File: src/trellisPkg.sv
// Structure constants of the 20-state trellis only; the stride rule below is not generic
`default_nettype none

package trellisPkg;

   // ----------------------------------------
   // Trellis shape
   // ----------------------------------------
   localparam int numStates     = 20;
   localparam int trellisStride = 7;    // Select 0 predecessor offset
   localparam int tbDepth       = 8;    // Stages per traceback block
   localparam int histDepth     = tbDepth + 2;  // Room for two symbols arriving mid-walk
   localparam int popGap        = 4;    // Clocks between output bits

   // ----------------------------------------
   // Types
   // ----------------------------------------
   typedef logic [4:0] stateIdx;                // Trellis state number
   typedef logic [numStates-1:0] decisionVec;   // One select bit per state
   typedef logic [3:0] stageT;                  // Stage, history and stack positions

   // Predecessor of a state for a given select bit
   // Select 0 is state plus 7, select 1 is state plus 13, both modulo 20
   function automatic stateIdx predecessor(stateIdx state, logic sel);
      logic [5:0] sum;
      if (sel) begin
         sum = {1'b0, state} + 6'(numStates - trellisStride);
      end else begin
         sum = {1'b0, state} + 6'(trellisStride);
      end
      if (sum >= 6'(numStates)) begin
         return stateIdx'(sum - 6'(numStates));
      end
      return stateIdx'(sum);
   endfunction

endpackage

`default_nettype wire

File: src/bitLifo.sv
// Pushes past full and pops when empty are dropped; a push and pop together replace the top
`default_nettype none

module bitLifo (
   input  wire logic clk,
   input  wire logic reset,
   input  wire logic enIn,
   input  wire logic din,
   input  wire logic enOut,
   output logic      dout
);

   logic              stack [trellisPkg::histDepth];
   trellisPkg::stageT ptr;      // Number of stored bits
   trellisPkg::stageT topIdx;
   logic              canPush;
   logic              canPop;

   assign topIdx  = ptr - 1'b1;
   assign canPush = (ptr != trellisPkg::stageT'(trellisPkg::histDepth));
   assign canPop  = (ptr != '0);

   // Storage
   always_ff @(posedge clk) begin
      if (enIn && enOut && canPop) begin
         stack[topIdx] <= din;   // Swap in place
      end else if (enIn && canPush) begin
         stack[ptr] <= din;
      end
   end

   // Pointer and output bit
   always_ff @(posedge clk) begin
      if (reset) begin
         ptr  <= '0;
         dout <= 1'b0;
      end else if (enOut && canPop) begin
         dout <= stack[topIdx];   // Holds until the next pop
         if (!enIn) begin
            ptr <= topIdx;
         end
      end else if (enIn && canPush) begin
         ptr <= ptr + 1'b1;
      end
   end

endmodule

`default_nettype wire

File: src/traceBackTable.sv
// Needs symbols at least 5 clocks apart so one block's pops end before the next walk starts
`default_nettype none

module traceBackTable (
   input  wire logic                   clk,
   input  wire logic                   reset,
   input  wire logic                   selValid,
   input  wire trellisPkg::decisionVec decisions,
   input  wire trellisPkg::stateIdx    bestState,
   output logic                        decision,
   output logic                        decisionEn
);

   logic [trellisPkg::histDepth-1:0] hist [trellisPkg::numStates];  // Bit 0 is newest

   trellisPkg::stageT   symCnt;     // Symbols within the current block
   trellisPkg::stageT   stageCnt;   // tbDepth means idle
   trellisPkg::stageT   shiftCnt;   // Symbols shifted in since the walk began
   trellisPkg::stageT   histIdx;
   trellisPkg::stateIdx tbState;
   trellisPkg::stageT   popsLeft;
   trellisPkg::stageT   paceCnt;
   logic                popStrobe;
   logic                newTrace;
   logic                walking;
   logic                lastStep;
   logic                tbBit;

   // ----------------------------------------
   // Select history
   // ----------------------------------------
   always_ff @(posedge clk) begin
      if (reset) begin
         for (int s = 0; s < trellisPkg::numStates; s++) begin
            hist[s] <= '0;
         end
      end else if (selValid) begin
         for (int s = 0; s < trellisPkg::numStates; s++) begin
            hist[s] <= {hist[s][trellisPkg::histDepth-2:0], decisions[s]};
         end
      end
   end

   // ----------------------------------------
   // Traceback walk
   // ----------------------------------------
   assign newTrace = selValid && (symCnt == trellisPkg::stageT'(trellisPkg::tbDepth - 1));
   assign walking  = (stageCnt != trellisPkg::stageT'(trellisPkg::tbDepth));
   assign lastStep = (stageCnt == trellisPkg::stageT'(trellisPkg::tbDepth - 1));

   // Stage 0 sits one symbol back, later symbols push the history further
   assign histIdx = stageCnt + shiftCnt + trellisPkg::stageT'(1);
   assign tbBit   = hist[tbState][histIdx];

   always_ff @(posedge clk) begin
      if (reset) begin
         symCnt   <= '0;
         stageCnt <= trellisPkg::stageT'(trellisPkg::tbDepth);
         shiftCnt <= '0;
         tbState  <= '0;
      end else begin
         if (newTrace) begin
            symCnt <= '0;
         end else if (selValid) begin
            symCnt <= symCnt + 1'b1;
         end

         if (newTrace) begin
            // Current selects are not in the history yet
            tbState  <= trellisPkg::predecessor(bestState, decisions[bestState]);
            stageCnt <= '0;
            shiftCnt <= '0;
         end else if (walking) begin
            tbState  <= trellisPkg::predecessor(tbState, tbBit);
            stageCnt <= stageCnt + 1'b1;
            if (selValid) begin
               shiftCnt <= shiftCnt + 1'b1;
            end
         end
      end
   end

   // ----------------------------------------
   // Output pacing
   // ----------------------------------------
   always_ff @(posedge clk) begin
      if (reset) begin
         popsLeft   <= '0;
         paceCnt    <= '0;
         popStrobe  <= 1'b0;
         decisionEn <= 1'b0;
      end else begin
         decisionEn <= popStrobe;   // LIFO output is ready one clock after the pop
         if (walking && lastStep) begin
            popsLeft  <= trellisPkg::stageT'(trellisPkg::tbDepth);
            paceCnt   <= '0;
            popStrobe <= 1'b0;
         end else if (popsLeft != '0 && paceCnt == '0) begin
            popStrobe <= 1'b1;
            popsLeft  <= popsLeft - 1'b1;
            paceCnt   <= trellisPkg::stageT'(trellisPkg::popGap - 1);
         end else begin
            popStrobe <= 1'b0;
            if (paceCnt != '0) begin
               paceCnt <= paceCnt - 1'b1;
            end
         end
      end
   end

   // Newest bit goes in first so the oldest comes out first
   bitLifo u_bitLifo (
      .clk   (clk),
      .reset (reset),
      .enIn  (walking),
      .din   (tbBit),
      .enOut (popStrobe),
      .dout  (decision)
   );

endmodule

`default_nettype wire

File: config.mk
export PLATFORM = sky130hd
export DESIGN_NAME = traceBackTable
export DESIGN_NICKNAME = d
export VERILOG_FILES = /design/src/trellisPkg.sv /design/src/bitLifo.sv /design/src/traceBackTable.sv
export SDC_FILE = /design/constraint.sdc
export NUM_CORES = 1
export LEC_CHECK = 0
export ABC_AREA = 1
export BUFFER_PORTS_ARGS = -buffer_cell sky130_fd_sc_hd__buf_2
export CAP_MARGIN = 30
export CORE_MARGIN = 3
export CORE_UTILIZATION = 61
export DETAILED_ROUTE_END_ITERATION = 6
export GPL_ROUTABILITY_DRIVEN = 0
export PLACE_DENSITY = 0.87
export SYNTH_ARGS = -nofsm -noshare
export SYNTH_HDL_FRONTEND = slang
export SYNTH_SLANG_ARGS = --single-unit
export TNS_END_PERCENT = 10
File: constraint.sdc
create_clock -name clk -period 6.9 [get_ports clk]
set_clock_uncertainty 0.05 [all_clocks]
set_input_delay 0.345 -clock clk [delete_from_list [all_inputs] [get_ports clk]]
set_output_delay 0.345 -clock clk [all_outputs]
set_load 0.1 [all_outputs]
==> impl_metrics.csv <==
group,metric,value,unit
global_route,antenna_found_initial,0,
clock_tree,cts-root-buf,"clkbuf_16",
yosys,synth_compound_area_share,8.45,%
setup_path,worstPathArrival,5360,ps
sta,fin_crit_sh,72.5,%
clock_tree,path_clk_slew,60,ps
yosys,ys.flop_type,"edfxtp_1",
sta,fin_crit,5000,ps
placed_design,port_buffers,29,
route,vias_per_cell,5.51,
sta,setup_viol,0,
sta,setup_slack,1900,ps
sta,max_freq,0.200,GHz
yosys,synth-xor-area-share,1.41,%
global_route,grtUsageTotal,22.9,%
clock_tree,clock_latency,530,ps
route,drt-total-wl,24800,um
placed_design,dp_hpwl,15000,um
route,vias,9245,
setup_path,cp-start-kind,"register",
sta,worstMarginPinSlew,1150,ps
cells_and_area,drive_above_1_share,6.29,%
floorplan,initial_core_util,62.8,%
hold_path,hp-class,"primary input to register",
yosys,syn_nets,1460,
floorplan,die_w,149,um
clock_tree,cts_tree,"done",
yosys,synth_warnings,0,
cells_and_area,nFillCells,1358,
cells_and_area,layout_common_cells,"inv_1, nor2_1, edfxtp_1",
yosys,async_flop_share,0,%
cells_and_area,n_antenna_cell,0,
yosys,synth_cell_types,40,
outcome,status,"finished clean",
cells_and_area,nNetsFinal,1458,
route,avgRoutedWirePerCell,14.8,um
setup_path,setup.worst_path.class,"register to register",
clock_tree,cts_sinks,247,
clock_tree,h-tree-depth,1,
cells_and_area,final_common_cell,"inv_1",
sta,finalHoldViolCount,0,
yosys,synth_area,12400,um2
yosys,synth_mux_area_share,0,%
sta,rsz0062_at_grt,"false",
yosys,synth_seq_area_share,56.9,%
clock_tree,cts_resized,0,
route,drtIter0Drc,1011,
setup_path,cp.required,7250,ps
hold_path,min_path_cells,3,
placed_design,placed_cell_area,12600,um2
yosys,synthSimpleGateAreaFrac,19.7,%
yosys,synth_adder_area_share,2.91,%
clock_tree,cts_buffers,24,
floorplan,pin_count,30,
cells_and_area,syn2layout_area_growth,7.72,%
yosys,synth_top_family_by_area,"simple AND/OR/NAND/NOR gates",
floorplan,rows,51,
global_route,grt_pass1_wl,41600,um
yosys,synth-edff-count,210,
power_and_ir_drop,power.density,336,nW/um2
setup_path,critPathMaxFanout,70,
global_route,grt_pass1_vias,8999,
route,drt_pass1_iterations,5,
route,post-route-drc-count,0,
floorplan,dieArea,22100,um2
cells_and_area,final_area,13300,um2
cells_and_area,multi_input_area,4040,um2
power_and_ir_drop,p_leak,5.57,nW
clock_tree,ctsHoldBuffers,0,
power_and_ir_drop,irDropWorstVdd,242,uV
clock_tree,post_cts_buffers,0,
sta,setup-tns-final,0,ps
yosys,synth-seq-cells,247,
yosys,avgSynthCellArea,8.82,um2
run,maxCapViolations,0,
floorplan,dieHeight,149,um
route,drtAntennaViolNets,0,
clock_tree,clock_path_buffers,3,
cells_and_area,regArea,7050,um2
yosys,syn_inst,1405,
power_and_ir_drop,p_total,4.49,mW
placed_design,dp_slack,2140,ps
global_route,grt_overflow,0,
sta,slew_headroom,23.2,%
setup_path,worstSetupEndpointType,"register",
floorplan,core_region_area,19700,um2
global_route,grt_start_max_net_pins,201,
sta,drv_slew,0,
setup_path,worstRegToRegCells,22,
## final cells by class
cell class	count	area share (%)
multi-input cells	822	30.3
clock buffers	28	4.61
inverters	271	7.63
flip-flops and latches	247	52.8
repair buffers	37	1.78
well taps	265	2.48
clock inverters	9	0.403
## cells by family after synthesis
| group | after synthesis |
|---|---|
| buf+inv | 336 |
| simple gates | 589 |
| fa+ha+maj | 27 |
| flops | 247 |
| compound gates | 186 |
| xor+xnor | 20 |
## worst max-delay path, stage by stage, from the launching register on
cell      delay [ps]
dfxtp_4          760
buf_4            650
o21ai_0          190
o211ai_1         230
nand3_1          100
nand3_1          110
nand2_1           50
nand2_1          110
a21oi_1          120
a21oi_1          770
ha_1             410
inv_1             90
xor2_1           250
ha_1             240
nand2_1           60
nand2_1           80
nand2_1           90
nand2_1           70
nand2_1           50
nand2_1           60
o311ai_0         140
nand2_1          100
inv_1             60
## per-stage QoR
stage / hold slack (ps) / utilization [%] / std cells
4_1_cts: 62.6 / 67.5 / 1678
2_1_floorplan: 389 / - / 1405
5_1_grt: 84.0 / 67.7 / 1679
6_report: 76.7 / 67.7 / 1679
3_3_place_gp: 405 / 64.2 / 1641
3_5_place_dp: 405 / 64.2 / 1641
## layer usage
layer | share of wire [%] | global-route usage [%]
met5 | 0 | 0
met4 | 2.6 | 8.31
met3 | 7.6 | 3.17
met2 | 51 | 40.0
met1 | 39 | 29.5
## where the power goes
part | leakage (nW) | switching, mW | internal [mW]
clock network | 0.322 | 0.519 | 0.631
registers | 2.61 | 0.120 | 1.78
logic | 2.64 | 0.965 | 0.472
## synthesized netlist by cell type (12+ instances only)
master,instances,area [um2]
buf_2,20,100
nor2_1,253,950
o211ai_1,29,218
dfxtp_1,37,741
nand2_1,183,687
edfxtp_1,210,6310
inv_1,262,983
clkbuf_1,35,131
o21ai_0,75,375
ha_1,24,300
nand3_1,136,681
a21oi_1,64,320
xor2_1,12,105
## path summary, 6_finish.rpt
check	startpoint	to	slack, ps
max	register	register	1900
min reg2reg	u_bitLifo.dout$_SDFFE_PP0P_	u_bitLifo.dout$_SDFFE_PP0P_	410
min	decisions[8]	hist[8][0]$_SDFFCE_PN0P_	80
max reg2reg	register	register	1900
## state kept, by name (all words and copies together), names as in the netlist, named ones only
signal           flops
decisionEn           1
popsLeft             4
u_bitLifo.stack     10
symCnt               4
u_bitLifo.dout       1
u_bitLifo.ptr        4
hist               200
popStrobe            1
paceCnt              4
tbState              5
shiftCnt             4
stageCnt             4
Power figures use the tool's default switching activity.
