==> config.mk <==
export PLATFORM = sky130hd
export DESIGN_NAME = branchMetric
export DESIGN_NICKNAME = d
export VERILOG_FILES = /design/src/trellisPkg.sv /design/src/demodPkg.sv /design/src/branchMetric.sv
export SDC_FILE = /design/constraint.sdc
export NUM_CORES = 1
export LEC_CHECK = 0
export ABC_AREA = 1
export ABC_CLOCK_PERIOD_IN_PS = 7700
export BUFFER_PORTS_ARGS = -buffer_cell sky130_fd_sc_hd__buf_2
export CAP_MARGIN = 10
export CORE_AREA = 5 5 152 154
export DETAILED_ROUTE_END_ITERATION = 8
export DIE_AREA = 0 0 157 159
export PLACE_DENSITY = 0.8
export SYNTH_ARGS = -nofsm -noshare
export SYNTH_HDL_FRONTEND = slang
export SYNTH_SLANG_ARGS = --single-unit
==> constraint.sdc <==
create_clock -name clk -period 7.7 [get_ports clk]
set_input_delay 0.77 -clock clk [delete_from_list [all_inputs] [get_ports clk]]
set_output_delay 0.77 -clock clk [all_outputs]
set_load 0.1 [all_outputs]
==> src/trellisPkg.sv <==
// Structure constants of the 20-state trellis only; the stride rule below is not generic
`default_nettype none

package trellisPkg;

   // ----------------------------------------
   // Trellis shape
   // ----------------------------------------
   localparam int numStates     = 20;
   localparam int trellisStride = 7;    // Select 0 predecessor offset
   localparam int tbDepth       = 8;    // Stages per traceback block
   localparam int histDepth     = tbDepth + 2;  // Room for two symbols arriving mid-walk
   localparam int popGap        = 4;    // Clocks between output bits

   // ----------------------------------------
   // Types
   // ----------------------------------------
   typedef logic [4:0] stateIdx;                // Trellis state number
   typedef logic [numStates-1:0] decisionVec;   // One select bit per state
   typedef logic [3:0] stageT;                  // Stage, history and stack positions

   // Predecessor of a state for a given select bit
   // Select 0 is state plus 7, select 1 is state plus 13, both modulo 20
   function automatic stateIdx predecessor(stateIdx state, logic sel);
      logic [5:0] sum;
      if (sel) begin
         sum = {1'b0, state} + 6'(numStates - trellisStride);
      end else begin
         sum = {1'b0, state} + 6'(trellisStride);
      end
      if (sum >= 6'(numStates)) begin
         return stateIdx'(sum - 6'(numStates));
      end
      return stateIdx'(sum);
   endfunction

endpackage

`default_nettype wire

==> src/demodPkg.sv <==
// Signal-side widths and points; the constellation table assumes trellisPkg is compiled first
`default_nettype none

package demodPkg;

   // ----------------------------------------
   // Widths and types
   // ----------------------------------------
   localparam int sampleW = 8;
   localparam int metricW = 12;
   localparam int branchW = 9;    // Holds |dI| + |dQ| up to 456

   typedef logic signed [sampleW-1:0] sample;
   typedef logic [metricW-1:0]        metric;
   typedef logic [branchW-1:0]        branchMetricT;

   // Path metrics stop here instead of wrapping
   localparam metric metricMax = metric'((1 << metricW) - 1);

   // ----------------------------------------
   // Expected point of each state
   // ----------------------------------------
   // Amplitude 100, phase 18 degrees per state, rounded
   localparam sample expectedI [trellisPkg::numStates] = '{
      8'sd100,  8'sd95,   8'sd81,   8'sd59,
      8'sd31,   8'sd0,   -8'sd31,  -8'sd59,
     -8'sd81,  -8'sd95,  -8'sd100, -8'sd95,
     -8'sd81,  -8'sd59,  -8'sd31,   8'sd0,
      8'sd31,   8'sd59,   8'sd81,   8'sd95
   };

   localparam sample expectedQ [trellisPkg::numStates] = '{
      8'sd0,    8'sd31,   8'sd59,   8'sd81,
      8'sd95,   8'sd100,  8'sd95,   8'sd81,
      8'sd59,   8'sd31,   8'sd0,   -8'sd31,
     -8'sd59,  -8'sd81,  -8'sd95,  -8'sd100,
     -8'sd95,  -8'sd81,  -8'sd59,  -8'sd31
   };

endpackage

`default_nettype wire

==> src/branchMetric.sv <==
// Samples are taken only in the symEn cycle; branch metrics are valid while bmValid is high
`default_nettype none

module branchMetric (
   input  wire logic                   clk,
   input  wire logic                   reset,
   input  wire logic                   symEn,
   input  wire demodPkg::sample        sampleI,
   input  wire demodPkg::sample        sampleQ,
   output logic                        bmValid,
   output demodPkg::branchMetricT      branchMetrics [trellisPkg::numStates]
);

   demodPkg::sample sampleIReg;
   demodPkg::sample sampleQReg;

   // Sample capture
   always_ff @(posedge clk) begin
      if (symEn) begin
         sampleIReg <= sampleI;
         sampleQReg <= sampleQ;
      end
   end

   always_ff @(posedge clk) begin
      if (reset) begin
         bmValid <= 1'b0;
      end else begin
         bmValid <= symEn;    // Metrics follow the captured sample by one clock
      end
   end

   // ----------------------------------------
   // Manhattan distance to every state point
   // ----------------------------------------
   for (genvar s = 0; s < trellisPkg::numStates; s++) begin : gState
      logic signed [demodPkg::sampleW+1:0] diffI;
      logic signed [demodPkg::sampleW+1:0] diffQ;
      logic [demodPkg::sampleW+1:0]        absI;
      logic [demodPkg::sampleW+1:0]        absQ;

      assign diffI = sampleIReg - demodPkg::expectedI[s];
      assign diffQ = sampleQReg - demodPkg::expectedQ[s];

      assign absI = diffI[demodPkg::sampleW+1] ? -diffI : diffI;
      assign absQ = diffQ[demodPkg::sampleW+1] ? -diffQ : diffQ;

      // Sum stays under 512
      assign branchMetrics[s] = demodPkg::branchMetricT'(absI + absQ);
   end

endmodule

`default_nettype wire

==> qor.csv, run 1 <==
stage,metric,value,unit
run_status,status,"finished, final reports clean",
global_routing,grt_use_total,0.2729,
synthesis,yosys_warnings,0,
synthesis,synth.ff_latch_count,17,
synthesis,async_reset_ff_frac,0,
sta,slew_headroom,0.2423,
setup_path,cp.buffers_inverters,3,
sta,slew_violations,0,
synthesis,synth_area_leaders,"nand2_1 17%, ha_1 17%, xor2_1 12%",
sta,rsz0062_at_grt,false,
hold_path,hold_path.class,input port to flip-flop,
clock_network,htreeDepth,1,
place,post-dp-hpwl,30.23,mm
route,drt-pass1-iter-count,5,
layout,drive_gt1_frac,0.1532,
layout,area_growth,10.60,%
route,antenna_left,0,
sta,whs,0.6689,ns
global_routing,grt_overflow,0,
clock_network,cts_setup_buffers,0,
setup_path,critPathMaxStageDelay,0.80,ns
floorplanning,rows,54,
place,portBuffers,199,
setup_path,endpoint_kind,output pin,
floorplanning,die_height,159,um
sta,fin_crit,5.831,ns
clock_network,cts_tree,done,
layout,final_common_cell,nand2_1,
clock_network,cts-buffers-inserted,3,
synthesis,yosysTopAreaCell,nand2_1,
global_routing,grt_pass1_vias,10913,
hold_path,worstHoldStart,reset,
place,place_ws,2.212,ns
setup_path,setup.worst_path.class,flip-flop to output pin,
synthesis,synth_edf_count,16,
synthesis,synthesis.area,10620,um^2
global_routing,grt_max_degree,22,
global_routing,antenna_found_initial,0,
floorplanning,dieArea,24960,um^2
route,drt_iter0_markers,977,
synthesis,yosysTopAreaCellShare,0.1746,
setup_path,path_delay_family,compound AO/OA/AOI/OAI gates,
setup_path,crit_path_frequent_cell,nand2_1,
clock_network,post_cts_resized,0,
sta,finalCritPeriodShare,0.7573,
sta,hold_viol,0,
place,dpl.cell_count,2182,
sta,tightest_slew,1.125,ns
setup_path,path_cells,"clkinv_1, ha_1, nand2_1, nand2_1, nand2_1, nand2_1, o21ai_0, inv_1, fa_1, o21ai_0, a21o_1, nand2_1, nand2_1, nand3_1, nand2_1, nand2_1, nand2_1, buf_2",
synthesis,seq_area_frac_synth,0.04713,
sta,tns,0,ns
synthesis,syn_inst,1747,
synthesis,syn-mean-instance-area,6.078,um^2
job,drv_cap,0,
synthesis,synth_flop_cell,edfxtp_1,
hold_path,holdPathStages,2,
place,globalplace.congestion,1.061,
synthesis,syn_nets,1934,
floorplanning,initial_core_util,0.4927,
floorplanning,ios,200,
route,drc_errors,0,
setup_path,crit_arrival,5.06,ns
layout,stdcell_count,2186,
synthesis,synth_cell_type_count,48,
route,routedWlPerCell,16.18,um
layout,layout.nets,2094,
sta,max_clock_freq,171.5,MHz
sta,fin_ws,1.869,ns
route,via_count,11783,
clock_network,clock-sinks,17,
layout,final_cell_mix,"494 x nand2_1, 209 x inv_1, 199 x buf_2",
clock_network,cts_buffer_depth,2,
setup_path,critical_path_required,6.93,ns
clock_network,clk_pin_slew_worst_paths,0.05,ns
route,viasPerCell,5.390,
global_routing,grt_pass1_wl,56.26,mm
layout,fillers,2233,
setup_path,cp-start-kind,flip-flop,
floorplanning,die_w,157,um
setup_path,cpMaxStageDelayCell,o21ai_0,
clock_network,cts-root-buf,clkbuf_16,
hold_path,hold_end,bmValid,
sta,setup-violations-final,0,
layout,antennaDiodeCount,0,
floorplanning,core-area,21550,um^2
clock_network,cts_hold_buffers,0,
route,drt_wl_total,35.37,mm
setup_path,crit_fanout,15,
state kept, by name (all words and copies together), names as in the netlist:
name / count
sampleQReg: 8
bmValid: 1
sampleIReg: 8
worst max-delay path by stage:
stage	slack, ns	end	start	cells after the start
finish	1.87	branchMetrics[17]	sampleIReg[3]	18
CTS	1.92	branchMetrics[17]	sampleIReg[3]	18
global route	1.36	branchMetrics[17]	sampleIReg[3]	18
global placement	2.26	branchMetrics[97]	sampleQReg[0]	19
detailed placement	2.21	branchMetrics[17]	sampleIReg[3]	18
floorplan	2.44	branchMetrics[69]	sampleIReg[0]	15
routing by layer:
metal / wire, um / vias up / part of all wire / track usage
met5: 0 / - / 0 / 0
met4: 1692 / 0 / 0.048 / 0.1108
met3: 2504 / 83 / 0.071 / 0.01631
met2: 15320 / 473 / 0.43 / 0.4340
met1: 15850 / 5293 / 0.45 / 0.3834
li1: - / 5934 / - / -
cell families after synthesis:
family                   after synthesis  share of synthesized area
AO/OA/AOI/OAI                        277                     0.1454
XOR/XNOR                             184                     0.1525
adder cells (fa/ha/maj)              168                     0.2121
buffers and inverters                278                     0.1118
flip-flops                            17                    0.04713
multiplexers                           1                  0.0009427
AND/OR/NAND/NOR                      822                     0.3302
metrics by stage:
| step | utilization | area [um^2] |
|---|---|---|
| detailed placement | 0.5413 | 11670 |
| global placement | 0.5413 | 11670 |
| finish | 0.5449 | 11750 |
| floorplan | - | 10620 |
| global route | 0.5449 | 11750 |
| CTS | 0.5449 | 11750 |
layout make-up:
class | count | area (um^2) | share of cell area
Sequential cell | 17 | 500.5 | 0.04261
Inverter | 232 | 873.3 | 0.07436
Clock buffer | 4 | 78.83 | 0.006711
Multi-Input combinational cell | 1452 | 8931 | 0.7604
Tap cell | 280 | 350.3 | 0.02983
Timing Repair Buffer | 201 | 1011 | 0.08608
cells in the mapped netlist (18+ instances only):
cell type	instances
a21oi_1	93
buf_4	24
fa_1	20
ha_1	148
inv_1	209
inv_2	18
nand2_1	494
nand2_2	20
nand3_1	121
nor2_1	123
nor2_2	22
o21ai_0	120
xnor2_1	34
xor2_1	149
Power of run 1 is not shown: default switching activity piles up to over one toggle a cycle in this logic, so the estimate is an artifact.
==> run 2: changes to the inputs <==
--- a/config.mk
+++ b/config.mk
@@ -6,7 +6,7 @@
 export NUM_CORES = 1
 export LEC_CHECK = 0
 export ABC_AREA = 1
-export ABC_CLOCK_PERIOD_IN_PS = 7700
+export ABC_CLOCK_PERIOD_IN_PS = 5700
 export BUFFER_PORTS_ARGS = -buffer_cell sky130_fd_sc_hd__buf_2
 export CAP_MARGIN = 10
 export CORE_AREA = 5 5 152 154
==> constraint.sdc (replaced) <==
create_clock -name clk -period 5.7 [get_ports clk]
set_input_delay 0.57 -clock clk [delete_from_list [all_inputs] [get_ports clk]]
set_output_delay 0.57 -clock clk [all_outputs]
set_load 0.1 [all_outputs]
==> run 2 against run 1 <==
Critical path depth did not move. Sequential cell count did not move. Final area rose by 1.3%. Via count fell by 0.30%. Sequential share of layout area fell by 0.054 points. Clock-buffer cell count did not move. Cell count rose by 0.91%. Global-route usage fell by 0.11 points. Worst hold slack got worse by 0.19 ns. Wire length barely moved. Critical path type unchanged. Largest cell class unchanged.
==> qor.csv, run 2 (same netlist as run 1, synthesis figures left out) <==
stage,metric,value,unit,change
floorplanning,initial_core_util,0.4927,,unchanged
clock_network,cts-buffers-inserted,3,,unchanged
route,via_count,11748,,-0.30%
place,post-dp-hpwl,30.39,mm,+0.52%
global_routing,grt_overflow,0,,unchanged
route,drt_iter0_markers,1068,,+9.3%
setup_path,setup.worst_path.class,flip-flop to output pin,,
layout,layout.nets,2114,,+0.96%
route,routedWlPerCell,16.03,um,-0.92%
place,portBuffers,199,,unchanged
sta,fin_crit,5.340,ns,
sta,max_clock_freq,187.3,MHz,
sta,slew_headroom,0.2951,,+0.05276
clock_network,cts_buffer_depth,2,,unchanged
setup_path,cp-start-kind,flip-flop,,
route,drt-pass1-iter-count,6,,+1
setup_path,critPathMaxStageDelay,0.70,ns,-0.10 ns
setup_path,crit_fanout,15,,unchanged
clock_network,cts-root-buf,clkbuf_16,,
layout,final_common_cell,nand2_1,,
global_routing,grt_pass1_wl,56.14,mm,-0.22%
sta,hold_viol,0,,unchanged
layout,reg_top3,"sampleIReg: 8 flops, sampleQReg: 8 flops, bmValid: 1 flops",,
route,viasPerCell,5.325,,-1.2%
setup_path,path_cells,"clkinv_1, ha_1, nand3_1, nand2_1, nand2_1, inv_1, o21ai_0, ha_1, a21oi_1, nand2_1, a21o_1, a21oi_1, inv_1, a21oi_1, nor2_1, nor2_1, xnor2_1, buf_2",,
layout,antennaDiodeCount,0,,unchanged
sta,tns,0,ns,unchanged
global_routing,grt_max_degree,22,,unchanged
route,drc_errors,0,,unchanged
setup_path,critical_path_required,5.13,ns,-1.80 ns
run_status,status,"finished, final reports clean",,
sta,setup-violations-final,0,,unchanged
route,antenna_left,0,,unchanged
floorplanning,dieArea,24960,um^2,unchanged
clock_network,cts_tree,done,,
layout,drive_gt1_frac,0.1620,,+0.008793
global_routing,grt_use_total,0.2718,,-0.001119
clock_network,htreeDepth,1,,unchanged
global_routing,grt_pass1_vias,10961,,+0.44%
route,drt_wl_total,35.36,mm,about the same
floorplanning,die_height,159,um,unchanged
floorplanning,ios,200,,unchanged
clock_network,clock-sinks,17,,unchanged
sta,tightest_slew,1.046,ns,-0.07832 ns
layout,area_growth,12.02,%,
job,drv_cap,0,,unchanged
setup_path,cpMaxStageDelayCell,edfxtp_1,,
floorplanning,die_w,157,um,unchanged
sta,slew_violations,0,,unchanged
floorplanning,rows,54,,unchanged
setup_path,crit_arrival,4.77,ns,-0.29 ns
floorplanning,core-area,21550,um^2,unchanged
sta,rsz0062_at_grt,false,,
global_routing,antenna_found_initial,0,,unchanged
sta,finalCritPeriodShare,0.9369,,
hold_path,hold_path.class,input port to flip-flop,,
setup_path,endpoint_kind,output pin,,
layout,final_cell_mix,"494 x nand2_1, 209 x inv_1, 199 x buf_2",,
place,globalplace.congestion,0.9939,,-6.3%
clock_network,cts_setup_buffers,0,,unchanged
clock_network,clk_pin_slew_worst_paths,0.05,ns,about the same
-- run 2: final cells by class --
cell class | instances | area (um^2)
Multi-Input combinational cell | 1452 | 8931
Timing Repair Buffer | 221 | 1161
Sequential cell | 17 | 500.5
Inverter | 232 | 873.3
Clock buffer | 4 | 78.83
Fill cell | 2203 | 9658
Tap cell | 280 | 350.3
-- run 2: worst paths after layout --
kind / cells past startpoint / start / to / slack [ns]
setup / recovery: 18 / sampleIReg[3] / branchMetrics[124] / 0.36
hold / removal: 2 / reset / bmValid / 0.48
-- run 2: what timing repair did --
action,CTS,global route
resized for setup,0,1
endpoints found under the setup margin,0,3
hold buffers,0,0
-- run 2: stage by stage --
| stage | setup slack [ns] | utilization | hold WS, ns | cells | area [um^2] |
|---|---|---|---|---|---|
| 2_1_floorplan | 0.6399 | - | 0.6412 | 1747 | 10620 |
| 3_3_place_gp | 0.7262 | 0.5482 | 0.7267 | 2202 | 11820 |
| 3_5_place_dp | 0.5911 | 0.5482 | 0.7375 | 2202 | 11820 |
| 4_1_cts | 0.3136 | 0.5519 | 0.4813 | 2206 | 11900 |
| 5_1_grt | 0.02914 | 0.5519 | 0.4919 | 2206 | 11900 |
| 6_report | 0.3596 | 0.5519 | 0.4771 | 2206 | 11900 |
-- run 2: routing by layer --
layer	routed length (um)	share of wire	track usage
met5	0	0	0
met4	1246	0.035	0.08757
met3	2327	0.066	0.01278
met2	15910	0.45	0.4512
met1	15880	0.45	0.3774
-- run 2: worst max-delay path, delay by kind of cell, from the launching register on --
| kind | cells | cell delay [ns] |
|---|---|---|
| XOR/XNOR | 1 | 0.12 |
| flip-flops | 1 | 0.70 |
| AO/OA/AOI/OAI | 5 | 1.10 |
| AND/OR/NAND/NOR | 6 | 0.81 |
| adder cells (fa/ha/maj) | 2 | 0.73 |
| buffers and inverters | 4 | 1.04 |
Power of run 2 is left out for the same reason.
==> run 3: changes to the inputs <==
--- a/config.mk
+++ b/config.mk
@@ -6,12 +6,11 @@
 export NUM_CORES = 1
 export LEC_CHECK = 0
 export ABC_AREA = 1
-export ABC_CLOCK_PERIOD_IN_PS = 5700
 export BUFFER_PORTS_ARGS = -buffer_cell sky130_fd_sc_hd__buf_2
 export CAP_MARGIN = 10
-export CORE_AREA = 5 5 152 154
+export CORE_AREA = 5 5 195 121
 export DETAILED_ROUTE_END_ITERATION = 8
-export DIE_AREA = 0 0 157 159
+export DIE_AREA = 0 0 200 126
 export PLACE_DENSITY = 0.8
 export SYNTH_ARGS = -nofsm -noshare
 export SYNTH_HDL_FRONTEND = slang
==> run 3 against run 2 <==
Setup slack got worse by 0.11 ns. First-iteration DRC count increased by 6.7%. Sequential cell count unchanged. Utilization increased by 0.17 points. Critical path depth down 3. Global-route usage rose by 1.2 points. Via count is 3.1% higher. Clock-buffer cell count unchanged. Non-clock buffer count grew 11. Cell count is 0.77% higher. Critical path type unchanged. Largest cell class unchanged.
==> qor.csv, run 3 (same netlist as run 1, synthesis figures left out) <==
stage,metric,value,unit,change
run_status,status,"finished, final reports clean",,
global_routing,grt_max_degree,21,,-4.5%
floorplanning,core-area,21650,um^2,+0.45%
layout,antennaDiodeCount,0,,unchanged
sta,rsz0062_at_grt,false,,
floorplanning,die_height,126,um,-21%
floorplanning,initial_core_util,0.4905,,-0.002221
layout,final_common_cell,nand2_1,,
setup_path,cp-start-kind,flip-flop,,
setup_path,crit_arrival,4.88,ns,+0.11 ns
sta,fin_crit,5.455,ns,+0.1146 ns
sta,hold_viol,0,,unchanged
global_routing,antenna_found_initial,0,,unchanged
layout,multiInputGateArea,8931,um^2,unchanged
layout,fillers,2204,,+0.045%
global_routing,grt_pass1_wl,57.88,mm,+3.1%
layout,final_cell_mix,"494 x nand2_1, 209 x inv_1, 199 x buf_2",,
sta,tightest_slew,1.186,ns,+0.1399 ns
route,drc_errors,0,,unchanged
place,portBuffers,199,,unchanged
global_routing,grt_use_total,0.2836,,+0.01181
sta,max_clock_freq,183.3,MHz,-2.1%
sta,tns,0,ns,unchanged
floorplanning,die_w,200,um,+27%
setup_path,setup.worst_path.class,flip-flop to output pin,,
global_routing,grt_pass1_vias,11099,,+1.3%
sta,slew_headroom,0.2009,,-0.09424
layout,area_growth,12.87,%,
floorplanning,ios,200,,unchanged
setup_path,crit_fanout,10,,-5
layout,seqCellArea,500.5,um^2,unchanged
setup_path,critical_path_required,5.13,ns,about the same
clock_network,cts_buffer_depth,2,,unchanged
sta,slew_violations,0,,unchanged
route,viasPerCell,5.447,,+2.3%
clock_network,htreeDepth,1,,unchanged
route,drt_iter0_markers,1140,,+6.7%
place,post-dp-hpwl,32.08,mm,+5.6%
hold_path,hold_path.class,input port to flip-flop,,
sta,finalCritPeriodShare,0.9570,,+0.02010
route,routedWlPerCell,16.76,um,+4.5%
clock_network,cts-buffers-inserted,3,,unchanged
place,globalplace.congestion,1.008,,+1.5%
clock_network,clk_pin_slew_worst_paths,0.05,ns,about the same
layout,layout.nets,2125,,+0.52%
clock_network,cts_tree,done,,
route,antenna_left,0,,unchanged
clock_network,cts_hold_buffers,0,,unchanged
setup_path,endpoint_kind,output pin,,
clock_network,cts-root-buf,clkbuf_16,,
clock_network,clock-sinks,17,,unchanged
floorplanning,rows,42,,-22%
layout,reg_top3,"sampleIReg: 8 flops, sampleQReg: 8 flops, bmValid: 1 flops",,
route,drt_wl_total,37.25,mm,+5.3%
layout,drive_gt1_frac,0.1668,,+0.004759
job,drv_cap,0,,unchanged
sta,setup-violations-final,0,,unchanged
floorplanning,dieArea,25200,um^2,+0.95%
global_routing,grt_overflow,0,,unchanged
route,via_count,12108,,+3.1%
route,drt-pass1-iter-count,5,,-1
## run 3: cell count changes in the layout (fill, tap and decap cells not counted), sizes merged
| cell | previous run | this run |
|---|---|---|
| buf | 221 | 231 |
| clkbuf | 4 | 5 |
## run 3: path summary, 6_finish.rpt
path	cells after the start	slack [ns]	end	from
hold / removal	2	0.47	bmValid	reset
setup / recovery	15	0.25	branchMetrics[141]	sampleIReg[0]
## run 3: area by class of cell
cell class,instances,share of cell area
multi-input combinational,1452,0.7452
timing repair buffer,232,0.1038
sequential,17,0.04176
inverter,232,0.07287
tap,286,0.02986
clock buffer,4,0.006577
## run 3: worst max-delay path, stage by stage (launching register included)
cell,delay (ns)
edfxtp_1,0.62
inv_1,0.24
ha_1,0.46
inv_1,0.24
nand2_1,0.14
nor2_1,0.28
xor2_1,0.15
o21ai_0,0.68
ha_1,0.41
a21oi_1,0.17
o21ai_0,0.15
a21oi_1,0.17
inv_1,0.06
a21oi_1,0.24
xor2_1,0.17
buf_2,0.44
## run 3: per-stage QoR
stage,area [um^2],setup WS (ns),hold WS (ns),util,cells
6_report,11990,0.2450,0.4652,0.5536,2223
5_1_grt,11990,0.03080,0.4777,0.5536,2223
4_1_cts,11900,0.2262,0.4638,0.5494,2211
3_5_place_dp,11820,0.5237,0.7311,0.5458,2207
3_3_place_gp,11820,0.7204,0.7297,0.5458,2207
2_1_floorplan,10620,0.6399,0.6412,-,1747
## run 3: per-layer routing
| layer | wire length (um) | part of all wire | GRT usage |
|---|---|---|---|
| met1 | 16890 | 0.45 | 0.4171 |
| met2 | 14880 | 0.40 | 0.4090 |
| met3 | 4493 | 0.12 | 0.07822 |
| met4 | 989 | 0.027 | 0.06707 |
| met5 | 0 | 0 | 0 |
## run 3: what timing repair did
| item | CTS | global route |
|---|---|---|
| gates resized for setup | 0 | 2 |
| endpoints found under the setup margin | 0 | 9 |
| setup buffers | 0 | 11 |
Power of run 3 is left out for the same reason.
